[config.mk]
export PLATFORM = sky130hd
export DESIGN_NAME = fpu_pair_top
export DESIGN_NICKNAME = d
export VERILOG_FILES = /design/src/fpu_pkg.sv /design/src/fp16_align.sv /design/src/fp16_normalize.sv /design/src/fp16_lane.sv /design/src/fpu_ctrl.sv /design/src/fpu_pair_top.sv
export SDC_FILE = /design/constraint.sdc
export NUM_CORES = 1
export LEC_CHECK = 0
export BUFFER_PORTS_ARGS = -buffer_cell sky130_fd_sc_hd__buf_2
export CAP_MARGIN = 20
export CORE_MARGIN = 2
export CORE_UTILIZATION = 45
export DETAILED_ROUTE_END_ITERATION = 16
export PLACE_DENSITY = 0.75
export SKIP_LAST_GASP = 1
export SLEW_MARGIN = 5
export SYNTH_ARGS = -nofsm -noshare
export SYNTH_HDL_FRONTEND = slang
export SYNTH_SLANG_ARGS = --single-unit
[constraint.sdc]
create_clock -name clk -period 9.55 [get_ports clk]
set_clock_uncertainty 0.1 [all_clocks]
set_input_delay 0.955 -clock clk [delete_from_list [all_inputs] [get_ports clk]]
set_output_delay 0.955 -clock clk [all_outputs]
set_load 0.05 [all_outputs]
[src/fpu_pkg.sv]
/*
  fp16 pair unit shared definitions
  opcodes, half-precision field widths, compare flag positions and
  the pipeline depth used by control and the checker
*/
package fpu_pkg;

  //////////////////////////////
  // opcodes
  //////////////////////////////
  typedef enum logic [1:0] {
    OP_ADD    = 2'd0,
    OP_SUB    = 2'd1,
    OP_CMP_LO = 2'd2, // flags from bits 15..0
    OP_CMP_HI = 2'd3  // flags from bits 31..16
  } fpu_op_e;

  //////////////////////////////
  // fp16 format
  //////////////////////////////
  localparam int FP_EXP_W = 5;
  localparam int FP_MAN_W = 10;
  localparam int FP_W     = 16;

  localparam int GUARD_W  = 3;  // extra bits kept below the mantissa while aligning

  // hidden bit + mantissa + guard
  localparam int MAG_W    = FP_MAN_W + 1 + GUARD_W;

  localparam int WORD_W   = 32; // two lanes with the low lane in 15..0

  //////////////////////////////
  // compare flags
  //////////////////////////////
  localparam int FLAG_W  = 3;
  localparam int FLAG_EQ = 0;
  localparam int FLAG_LT = 1;
  localparam int FLAG_GT = 2;

  // register stages from operand capture to result
  localparam int LAT = 3;

endpackage

[src/fp16_align.sv]
/*
  fp16 operand alignment
  unpacks both operands, orders them by magnitude and shifts the smaller
  mantissa down to the larger exponent; also compares a against b
*/
module fp16_align import fpu_pkg::*; (
  input  logic [FP_W-1:0]     a,
  input  logic [FP_W-1:0]     b,
  input  logic                sub,
  output logic                big_sign,
  output logic                eff_sub,
  output logic [FP_EXP_W-1:0] big_exp,
  output logic [MAG_W-1:0]    big_man,
  output logic [MAG_W-1:0]    small_man,
  output logic [FLAG_W-1:0]   cmp
);

  logic                a_zero;
  logic                b_zero;
  logic                a_sign;    // zero counts as positive
  logic                b_sign;
  logic                b_op_sign; // b sign as seen by the adder
  logic [FP_EXP_W-1:0] a_exp;
  logic [FP_EXP_W-1:0] b_exp;
  logic [FP_W-2:0]     a_mag;
  logic [FP_W-2:0]     b_mag;
  logic [MAG_W-1:0]    a_full;
  logic [MAG_W-1:0]    b_full;
  logic                swap;
  logic [FP_EXP_W-1:0] small_exp;
  logic [FP_EXP_W-1:0] exp_diff;
  logic [MAG_W-1:0]    small_full;
  logic                eq;
  logic                lt;

  //////////////////////////////
  // unpack
  //////////////////////////////
  assign a_exp  = a[FP_W-2 -: FP_EXP_W];
  assign b_exp  = b[FP_W-2 -: FP_EXP_W];
  assign a_zero = (a_exp == '0); // denormals read as zero
  assign b_zero = (b_exp == '0);

  assign a_sign    = a[FP_W-1] & ~a_zero;
  assign b_sign    = b[FP_W-1] & ~b_zero;
  assign b_op_sign = b_sign ^ sub;

  assign a_mag = a_zero ? '0 : a[FP_W-2:0];
  assign b_mag = b_zero ? '0 : b[FP_W-2:0];

  assign a_full = a_zero ? '0 : {1'b1, a[FP_MAN_W-1:0], {GUARD_W{1'b0}}};
  assign b_full = b_zero ? '0 : {1'b1, b[FP_MAN_W-1:0], {GUARD_W{1'b0}}};

  //////////////////////////////
  // order and align
  //////////////////////////////
  // exp:man as one field orders magnitudes directly; ties keep a on top
  assign swap = (b_mag > a_mag);

  assign big_sign   = swap ? b_op_sign : a_sign;
  assign eff_sub    = a_sign ^ b_op_sign;
  assign big_exp    = swap ? b_exp : a_exp;
  assign small_exp  = swap ? a_exp : b_exp;
  assign big_man    = swap ? b_full : a_full;
  assign small_full = swap ? a_full : b_full;

  assign exp_diff  = big_exp - small_exp;
  assign small_man = small_full >> exp_diff; // bits below guard are lost, no sticky

  //////////////////////////////
  // compare
  //////////////////////////////
  // cleared zero signs make +0 and -0 equal
  assign eq = (a_sign == b_sign) && (a_mag == b_mag);

  always_comb begin
    if (a_sign != b_sign) begin
      lt = a_sign;
    end else if (a_sign) begin
      lt = (a_mag > b_mag); // both negative, larger magnitude is smaller
    end else begin
      lt = (a_mag < b_mag);
    end
  end

  always_comb begin
    cmp          = '0;
    cmp[FLAG_EQ] = eq;
    cmp[FLAG_LT] = lt;
    cmp[FLAG_GT] = ~eq & ~lt;
  end

endmodule

[src/fp16_normalize.sv]
/*
  fp16 result normalization and packing
  leading-one search, exponent adjust, truncation, flush to zero and
  saturation to infinity
*/
module fp16_normalize import fpu_pkg::*; (
  input  logic                sign,
  input  logic [FP_EXP_W-1:0] exp,
  input  logic [MAG_W:0]      sum,    // carry bit on top
  output logic [FP_W-1:0]     result,
  output logic                ovf
);

  localparam int EXP_E_W = FP_EXP_W + 2;                 // room for sign and carry
  localparam logic [FP_EXP_W-1:0] EXP_INF = '1;
  localparam int EXP_MAX = (1 << FP_EXP_W) - 2;          // largest exponent kept

  logic [3:0]         lzc;
  logic [MAG_W:0]     norm;
  logic signed [EXP_E_W-1:0] exp_adj;

  //////////////////////////////
  // leading zeros below carry
  //////////////////////////////
  always_comb begin
    lzc = 4'(MAG_W); // all zero
    for (int i = 0; i < MAG_W; i++) begin
      if (sum[i]) begin
        lzc = 4'(MAG_W - 1 - i); // last hit is the top one
      end
    end
  end

  //////////////////////////////
  // shift and exponent adjust
  //////////////////////////////
  always_comb begin
    if (sum[MAG_W]) begin
      norm    = sum >> 1;
      exp_adj = $signed({2'b00, exp}) + 7'sd1;
    end else begin
      norm    = sum << lzc;
      exp_adj = $signed({2'b00, exp}) - $signed({3'b000, lzc});
    end
  end

  //////////////////////////////
  // pack
  //////////////////////////////
  always_comb begin
    ovf = 1'b0;
    if (sum == '0) begin
      result = '0; // exact zero is always +0
    end else if (exp_adj < 1) begin
      result = {sign, {(FP_W-1){1'b0}}};
    end else if (exp_adj > EXP_MAX) begin
      result = {sign, EXP_INF, {FP_MAN_W{1'b0}}};
      ovf    = 1'b1;
    end else begin
      // guard bits dropped, i.e. round toward zero
      result = {sign, exp_adj[FP_EXP_W-1:0], norm[MAG_W-2 -: FP_MAN_W]};
    end
  end

endmodule

[src/fp16_lane.sv]
/*
  fp16 add/sub lane
  three register stages: aligned operands, raw magnitude, packed result
*/
module fp16_lane import fpu_pkg::*; (
  input  logic              clk,
  input  logic [FP_W-1:0]   a,
  input  logic [FP_W-1:0]   b,
  input  logic              sub,
  output logic [FP_W-1:0]   result,
  output logic [FLAG_W-1:0] cmp,
  output logic              ovf
);

  logic                al_sign;
  logic                al_eff_sub;
  logic [FP_EXP_W-1:0] al_exp;
  logic [MAG_W-1:0]    al_big;
  logic [MAG_W-1:0]    al_small;
  logic [FLAG_W-1:0]   al_cmp;

  logic                s1_sign;
  logic                s1_eff_sub;
  logic [FP_EXP_W-1:0] s1_exp;
  logic [MAG_W-1:0]    s1_big;
  logic [MAG_W-1:0]    s1_small;
  logic [FLAG_W-1:0]   s1_cmp;

  logic                s2_sign;
  logic [FP_EXP_W-1:0] s2_exp;
  logic [MAG_W:0]      s2_sum;
  logic [FLAG_W-1:0]   s2_cmp;

  logic [FP_W-1:0]     nrm_result;
  logic                nrm_ovf;

  fp16_align i_align (
    .a         (a),
    .b         (b),
    .sub       (sub),
    .big_sign  (al_sign),
    .eff_sub   (al_eff_sub),
    .big_exp   (al_exp),
    .big_man   (al_big),
    .small_man (al_small),
    .cmp       (al_cmp)
  );

  //////////////////////////////
  // stages 1 and 2
  //////////////////////////////
  always_ff @(posedge clk) begin
    s1_sign    <= al_sign;
    s1_eff_sub <= al_eff_sub;
    s1_exp     <= al_exp;
    s1_big     <= al_big;
    s1_small   <= al_small;
    s1_cmp     <= al_cmp;

    // big >= small after ordering, so the difference never goes negative
    s2_sum  <= s1_eff_sub ? ({1'b0, s1_big} - {1'b0, s1_small})
                          : ({1'b0, s1_big} + {1'b0, s1_small});
    s2_sign <= s1_sign;
    s2_exp  <= s1_exp;
    s2_cmp  <= s1_cmp;
  end

  fp16_normalize i_normalize (
    .sign   (s2_sign),
    .exp    (s2_exp),
    .sum    (s2_sum),
    .result (nrm_result),
    .ovf    (nrm_ovf)
  );

  // stage 3
  always_ff @(posedge clk) begin
    result <= nrm_result;
    ovf    <= nrm_ovf;
    cmp    <= s2_cmp;
  end

endmodule

[src/fpu_ctrl.sv]
/*
  fp16 pair control
  opcode decode, valid/op delay chain beside the lanes and selection of
  the compare flags from the low or high lane
*/
module fpu_ctrl import fpu_pkg::*; (
  input  logic              clk,
  input  logic              rst,
  input  logic              in_valid,
  input  fpu_op_e           op,
  input  logic [FLAG_W-1:0] cmp_lo,
  input  logic [FLAG_W-1:0] cmp_hi,
  output logic              sub,
  output logic              out_valid,
  output logic [FLAG_W-1:0] flags
);

  logic [LAT-1:0] valid_q;
  fpu_op_e        op_q [LAT];

  // compares run through the lanes as a - b
  assign sub = (op != OP_ADD);

  //////////////////////////////
  // delay chain
  //////////////////////////////
  always_ff @(posedge clk) begin
    if (rst) begin
      valid_q <= '0;
    end else begin
      valid_q <= {valid_q[LAT-2:0], in_valid};
    end
  end

  always_ff @(posedge clk) begin
    op_q[0] <= op;
    for (int i = 1; i < LAT; i++) begin
      op_q[i] <= op_q[i-1];
    end
  end

  assign out_valid = valid_q[LAT-1];

  //////////////////////////////
  // flag select
  //////////////////////////////
  always_comb begin
    case (op_q[LAT-1])
      OP_CMP_LO: flags = cmp_lo;
      OP_CMP_HI: flags = cmp_hi;
      default:   flags = '0; // add/sub report no flags
    endcase
  end

endmodule

[src/fpu_pair_top.sv]
/*
  packed fp16 pair execute unit
  two lanes over the halves of each word plus shared control
*/
module fpu_pair_top import fpu_pkg::*; (
  input  logic              clk,
  input  logic              rst,
  input  logic              in_valid,
  input  fpu_op_e           op,
  input  logic [WORD_W-1:0] a,
  input  logic [WORD_W-1:0] b,
  output logic              out_valid,
  output logic [WORD_W-1:0] result,
  output logic [FLAG_W-1:0] flags,
  output logic [1:0]        ovf
);

  logic              sub;
  logic [FLAG_W-1:0] cmp_lo;
  logic [FLAG_W-1:0] cmp_hi;

  fpu_ctrl i_ctrl (
    .clk       (clk),
    .rst       (rst),
    .in_valid  (in_valid),
    .op        (op),
    .cmp_lo    (cmp_lo),
    .cmp_hi    (cmp_hi),
    .sub       (sub),
    .out_valid (out_valid),
    .flags     (flags)
  );

  // bits 15..0
  fp16_lane lane_lo (
    .clk    (clk),
    .a      (a[FP_W-1:0]),
    .b      (b[FP_W-1:0]),
    .sub    (sub),
    .result (result[FP_W-1:0]),
    .cmp    (cmp_lo),
    .ovf    (ovf[0])
  );

  // bits 31..16
  fp16_lane lane_hi (
    .clk    (clk),
    .a      (a[WORD_W-1:FP_W]),
    .b      (b[WORD_W-1:FP_W]),
    .sub    (sub),
    .result (result[WORD_W-1:FP_W]),
    .cmp    (cmp_hi),
    .ovf    (ovf[1])
  );

endmodule

# [Word level (Yosys, flattened, before mapping)]
# Memory sizes are Yosys's and may differ from the RTL's.
# Cells that the tools add are included.
[totals] register_bits=167 ramBits=6 inputBits=69 out_inout_bits=38 word_cells=156 mem_count=1
[mem_list] memory="i_ctrl.op_q" words=3 word_bits=2 read_ports=3 rd_ports_with_merged_regs=0 wr=3 line_no="fpu_ctrl.sv:19" source="fpu_op_e op_q [LAT];"
[classes] add_sub_neg=10 n_lt_le_gt_ge=10 eq_ne=8 shifts=4 muxes=61 bitwise_logic=18 n_reduce_logical=13
[ops] operator="2-to-1 mux 15 bit" n=8
[ops] operator="2-to-1 mux 14 bit" n=8
[ops] operator="2-to-1 mux 4 bit" n=26
[ops] operator="greater-than comparator 15 bit" n=4
[ops] operator="adder 14 x 14 -> 15 bit" n=2
[ops] operator="equality test 15 bit" n=2
[ops] operator="zero test 15 bit" n=2
[ops] operator="< comparator 15 bit" n=2
[ops] operator="<< shifter 15 x 4 -> 13 bit" n=2
[ops] operator="subtractor 14 x 14 -> 15 bit" n=2
[ops] operator=">> shifter 14 x 5 -> 14 bit" n=2
[ops] operator="2-to-1 mux 13 bit" n=2
[ops] operator="zero test 5 bit" n=4
[ops] operator="2-to-1 mux 5 bit" n=4
[ops] operator="greater-than comparator 7 x 6 -> 1 bit (second input constant)" n=2
[ops] operator="< comparator 7 x 2 -> 1 bit (second input constant)" n=2
[ops] operator="2-to-1 mux 7 bit" n=2
[ops] operator="adder 5 x 1 -> 6 bit (second input constant)" n=2
[ops] operator="subtractor 5 x 4 -> 6 bit" n=2
[ops] operator="subtractor 5 bit" n=2
[ops] operator="2-to-1 mux 1 bit" n=8
[ops] operator="NOT 1 bit" n=8
[ops] operator="AND 1 bit" n=6
[ops] operator="one-hot mux 3 bit (2 select lines)" n=1
[ops] operator="9 further kinds" n=19

# [Depth between registers and ports, before layout]
[logic_depth] word_depth=18 depth_mapped=26 depth_no_buf=20

# [By module]
# A second synthesis with hierarchy kept.
[unflattened] hier_cells=1476 area_unflattened_um2=11907.7
[by_module_without_submodules] module="fp16_lane" instances=2 cells_each=223 area_each_um2=2653.8 seq_area_each_um2=1641.6
[by_module_without_submodules] module="fp16_align" instances=2 cells_each=311 area_each_um2=1934.4 seq_area_each_um2=0.0
[by_module_without_submodules] module="fp16_normalize at lane_lo.i_normalize" instances=1 cells_each=188 area_each_um2=1260.0 seq_area_each_um2=0.0
[by_module_without_submodules] module="fp16_normalize at lane_hi.i_normalize" instances=1 cells_each=201 area_each_um2=1217.4 seq_area_each_um2=0.0
[by_module_without_submodules] module="fpu_ctrl" instances=1 cells_each=19 area_each_um2=254.0 seq_area_each_um2=180.2

# [Least setup slack after synthesis]
# Ideal clock, no wire load.
[synth_timing] path_type="input port to flip-flop" startpoint="input b[11]" endpoint="register lane_lo.s1_small[13]" setup_time_ps=78 t_arrival_ps=5551 required_ps=9372 path_slack_ps=3821 cell_stages=25 n_path_buf=5 cell_sequence="or2_2 -> or4_1 -> clkbuf_1 -> nand2_1 -> inv_1 -> ha_1 -> nand3b_1 -> a21oi_1 -> o31ai_1 -> o211ai_1 -> buf_2 -> buf_1 -> clkbuf_1 -> mux2i_1 -> ha_1 -> inv_1 -> nand2_1 -> maj3_1 -> maj3_1 -> mux2i_1 -> xnor2_1 -> nand2b_1 -> buf_2 -> nand2b_4 -> nor3_1"
[synth_between] elab_chain_len=6 word_cells_on_any_way=9 classes_between="add/sub (1); order compare (1); shift (1); mux (5); reduce/logical (1)"
[synth_lines] element="start, declared" line_no="fpu_pair_top.sv:11" source="input logic [WORD_W-1:0] b,"
[synth_lines] element="zero test 5 bit" line_no="fp16_align.sv:42" source="assign b_zero = (b_exp == '0);"
[synth_lines] element="2-to-1 mux 15 bit" line_no="fp16_align.sv:49" source="assign b_mag = b_zero ? '0 : b[FP_W-2:0];"
[synth_lines] element="greater-than comparator 15 bit" line_no="fp16_align.sv:58" source="assign swap = (b_mag > a_mag);"
[synth_lines] element="2-to-1 mux 5 bit, on equally long branches" line_no="fp16_align.sv:62, fp16_align.sv:63"
[synth_lines] element="subtractor 5 bit" line_no="fp16_align.sv:67" source="assign exp_diff = big_exp - small_exp;"
[synth_lines] element=">> shifter 14 x 5 -> 14 bit *" line_no="fp16_align.sv:68" source="assign small_man = small_full >> exp_diff;"
[synth_lines] element="end signal, assigned" line_no="fp16_lane.sv:57" source="s1_small <= al_small;"
[synth_lines] element="end, declared" line_no="fp16_lane.sv:26" source="logic [MAG_W-1:0] s1_small;"
# Every way passes the cells marked *; elsewhere a longest branch is shown, timed or not.
# A chain may end at the register's enable or synchronous reset.

# [Worst setup path after layout]
[layout_timing] startpoint="input b[26]" endpoint="register lane_hi.s1_small[13]"
[layout_between] elab_chain_len=6 word_cells_on_any_way=9 classes_between="add/sub (1); order compare (1); shift (1); mux (5); reduce/logical (1)"
[layout_lines] element="zero test 5 bit" line_no="fp16_align.sv:42"
[layout_lines] element="2-to-1 mux 15 bit" line_no="fp16_align.sv:49"
[layout_lines] element="greater-than comparator 15 bit" line_no="fp16_align.sv:58"
[layout_lines] element="2-to-1 mux 5 bit, on equally long branches" line_no="fp16_align.sv:62, fp16_align.sv:63"
[layout_lines] element="subtractor 5 bit" line_no="fp16_align.sv:67"
[layout_lines] element=">> shifter 14 x 5 -> 14 bit *" line_no="fp16_align.sv:68"
[layout_lines] element="end signal, assigned" line_no="fp16_lane.sv:57"
[layout_lines] element="end, declared" line_no="fp16_lane.sv:26"
# Marked as above.

==> flow_metrics.tcl <==
set metrics [dict create \
    crit_path_cell_trace "buf_2 > nor2_1 > nand4_1 > nand2_1 > ha_1 > a21oi_1 > a21oi_1 > o41ai_2 > nand2_2 > nor2_1 > a21oi_1 > ha_1 > nor3_1 > nor2_1 > maj3_1 > a21oi_1 > xnor2_1 > or2_0 > nand2b_1 > nor2b_1" \
    rsz0062_at_grt "no" \
    critPathBufInv 1 \
    powerDensity_nw_per_um2 327 \
    cp.arrival_ns 6.37 \
    min_period_ns 6.15 \
    cp-end-kind "flip-flop" \
    syn_area_per_cell_um2 7.93 \
    first_pass_iters 5 \
    num-nets-final 1539 \
    p_total_mw 3.91 \
    track_usage_pct 20.2 \
    yosysWarnings 0 \
    clock-sinks 167 \
    core_area_um2 23300 \
    ctsResizeCount 0 \
    grt_max_degree 56 \
    slowest_stage "nand4_1" \
    ctsHoldBuffers 0 \
    ant_nets 0 \
    maxCapViolCount 0 \
    finalSetupViolCount 0 \
    cts_made_buffers 17 \
    critPathLaunchType "input port" \
    cts.clk_slew.worst_paths_ns 0.07 \
    routedWlPerCell_um 14.5 \
    viasPerCell 5.51 \
    synth-main-ff-cell "dfxtp_1" \
    tns_ns 0 \
    antenna_found_initial 2 \
    die_w_um 158 \
    syn_inst 1341 \
    ff2ff_setup_slack_ns 5.15 \
    vias 9567 \
    rr_endpoint "lane_lo.result[9]" \
    die-area_um2 24900 \
    async_reset_ff_share_pct 0 \
    grt_pass1_vias 8497 \
    worst-path-stages 20 \
    slew_headroom_pct 25.0 \
    holdPathStages 0 \
    drv_slew 0 \
    reg2regPathDepth 16 \
    fp-row-count 56 \
    drive_gt1_share_pct 12.7 \
    cts_setup_buffers 0 \
    synth-seq-area-share_pct 31.5 \
    io_pins 107 \
    clk_latency_ns 0.43 \
    placed_cells 1701 \
    final_cells 1735 \
    hold_start "lane_hi.s1_exp[4]" \
    min_to "lane_hi.s2_exp[4]" \
    clockBufferDepth 2 \
    slowest_delay_ns 0.73 \
    cts_max_level 4 \
    cts_tree "built" \
    timing.rr.start "lane_lo.s2_sum[0]" \
    hpwlAfterDp_um 19400 \
    leakage_nw 5.20 \
    drtIter0Drc 660 \
    vdd_drop_max_mv 0.175 \
    mostFrequentLayoutCells "dfxtp_1 (167), nor2_1 (132), nand2_1 (124)" \
    hold_path_class "reg2reg" \
    worst_pin_slew_ns 1.12 \
    num-fill-cells 2199 \
    critPathMaxFanout 55 \
    die_y_um 158 \
    clockRootBuffer "clkbuf_16" \
    synth_area_um2 10600 \
    ys_types 74 \
    fmax_mhz 163 \
    synth_nets 1478 \
    cp_top_family "simple AND/OR/NAND/NOR gates" \
    cp.required_ns 9.77 \
    outcome "complete, no violations" \
    wl_um 25100 \
    numPortBuffers 106 \
    layout_commonest_cell "dfxtp_1" \
    area_growth_pct 12.4 \
    synth-edff-count 0 \
    min_period_over_period_pct 64.4 \
    start_util_pct 45.6 \
    cp_common_cell "a21oi_1" \
    route.detailed.drc 0 \
    path_class "in2reg" \
    gp_congestion 0.935 \
    grt_pass1_wl_um 41000 \
    synth-seq-cells 167 \
    grt.overflow.total 0 \
    finalHoldViolCount 0 \
]
## cell families (layout without fill, tap and decap cells)
family / Yosys count / count (layout) / share of synthesized area (%)
AND/OR/NAND/NOR: 470 / 470 / 21.0
AO/OA/AOI/OAI: 325 / 325 / 19.1
flip-flops: 167 / 167 / 31.5
buffers and inverters: 144 / 218 / 5.28
multiplexers: 87 / 87 / 8.38
adder cells (fa/ha/maj): 74 / 74 / 8.71
XOR/XNOR: 74 / 74 / 6.10
other: 0 / 1 / 0
## where the power goes
part           switching [mW]  total, mW  internal (mW)
registers               0.188       1.10          0.915
logic                    1.29       2.15          0.856
clock network           0.314      0.664          0.349
## worst register-to-register path: stages (launching register included)
cell	delay, ns
dfxtp_1	0.46
nor2_1	0.13
o31ai_1	0.21
a211oi_1	0.11
nor3_1	0.28
nor3_1	0.10
inv_1	0.40
ha_1	0.33
nor2b_1	0.12
o21ai_0	0.16
nand2b_1	0.11
xnor2_1	0.13
o21ai_0	0.36
o311ai_1	0.32
nand2b_1	0.41
a311o_1	0.41
a211oi_1	0.17
## final cells by class
type,instances,area (µm²),share of cell area [%]
clock buffers,17,425,3.56
well taps,319,399,3.34
multi-input cells,1030,6730,56.4
flip-flops and latches,167,3340,28.0
repair buffers,114,614,5.14
diodes,1,2.50,0.0209
clock inverters,15,158,1.32
inverters,72,270,2.26
## sequential cells by signal, summed over array words and instances, names as in the netlist, 5 cells and up
register / count
lane_hi.result: 16
lane_lo.s2_exp: 5
lane_lo.s1_big: 11
lane_lo.s1_small: 14
lane_lo.result: 16
lane_hi.s2_sum: 15
i_ctrl.op_q: 6
lane_lo.s2_sum: 15
lane_lo.s1_exp: 5
lane_hi.s1_small: 14
lane_hi.s2_exp: 5
lane_hi.s1_exp: 5
lane_hi.s1_big: 11
## worst max-delay path by stage
| stage | start | to | slack, ns |
|---|---|---|---|
| global route | b[29] | lane_hi.s1_small[13] | 2.78 |
| CTS | b[26] | lane_hi.s1_small[13] | 3.47 |
| finish | b[26] | lane_hi.s1_small[13] | 3.40 |
| global placement | b[26] | lane_hi.s1_small[10] | 3.17 |
| floorplan | b[11] | lane_lo.s1_small[13] | 3.82 |
| detailed placement | b[26] | lane_hi.s1_small[13] | 2.99 |
## Yosys cell counts (9+ instances only)
library cell | count | area share, %
ha_1 | 66 | 7.8
inv_1 | 71 | 2.5
xnor2_1 | 59 | 4.9
mux2i_1 | 74 | 7.0
nor2b_1 | 30 | 1.8
dfxtp_1 | 167 | 31
o22ai_1 | 9 | 0.53
a31oi_1 | 14 | 0.82
nand2b_1 | 20 | 1.2
mux2_2 | 12 | 1.3
nand3_1 | 56 | 2.6
nor2_1 | 132 | 4.7
nand2_1 | 124 | 4.4
or2_2 | 9 | 0.53
a21oi_1 | 106 | 5.0
nor4_1 | 11 | 0.65
o21ai_0 | 88 | 4.1
clkbuf_1 | 57 | 2.0
xor2_1 | 15 | 1.2
and2_1 | 15 | 0.88
nor3_1 | 32 | 1.5
a211oi_1 | 16 | 1.1
## per-layer routing
metal  track usage (%)  part of all wire, %  vias to the layer above
met5                 0                    0                        -
met4              5.80                  1.6                        0
met3              3.42                  6.4                       31
met2              31.2                   43                      354
met1              29.0                   49                     4321
li1                  -                    -                     4861
## stage by stage
stage / instance area, µm² / utilization (%) / setup WS (ns) / hold slack (ns)
after floorplan: 10600 / - / 3.82 / 0.210
after global placement: 11300 / 48.5 / 3.17 / 0.211
after detailed placement: 11300 / 48.6 / 2.99 / 0.212
after CTS: 11900 / 51.1 / 3.47 / 0.226
after global routing: 11900 / 51.2 / 2.78 / 0.225
final: 11900 / 51.2 / 3.40 / 0.221
Power figures use the tool's default switching activity.
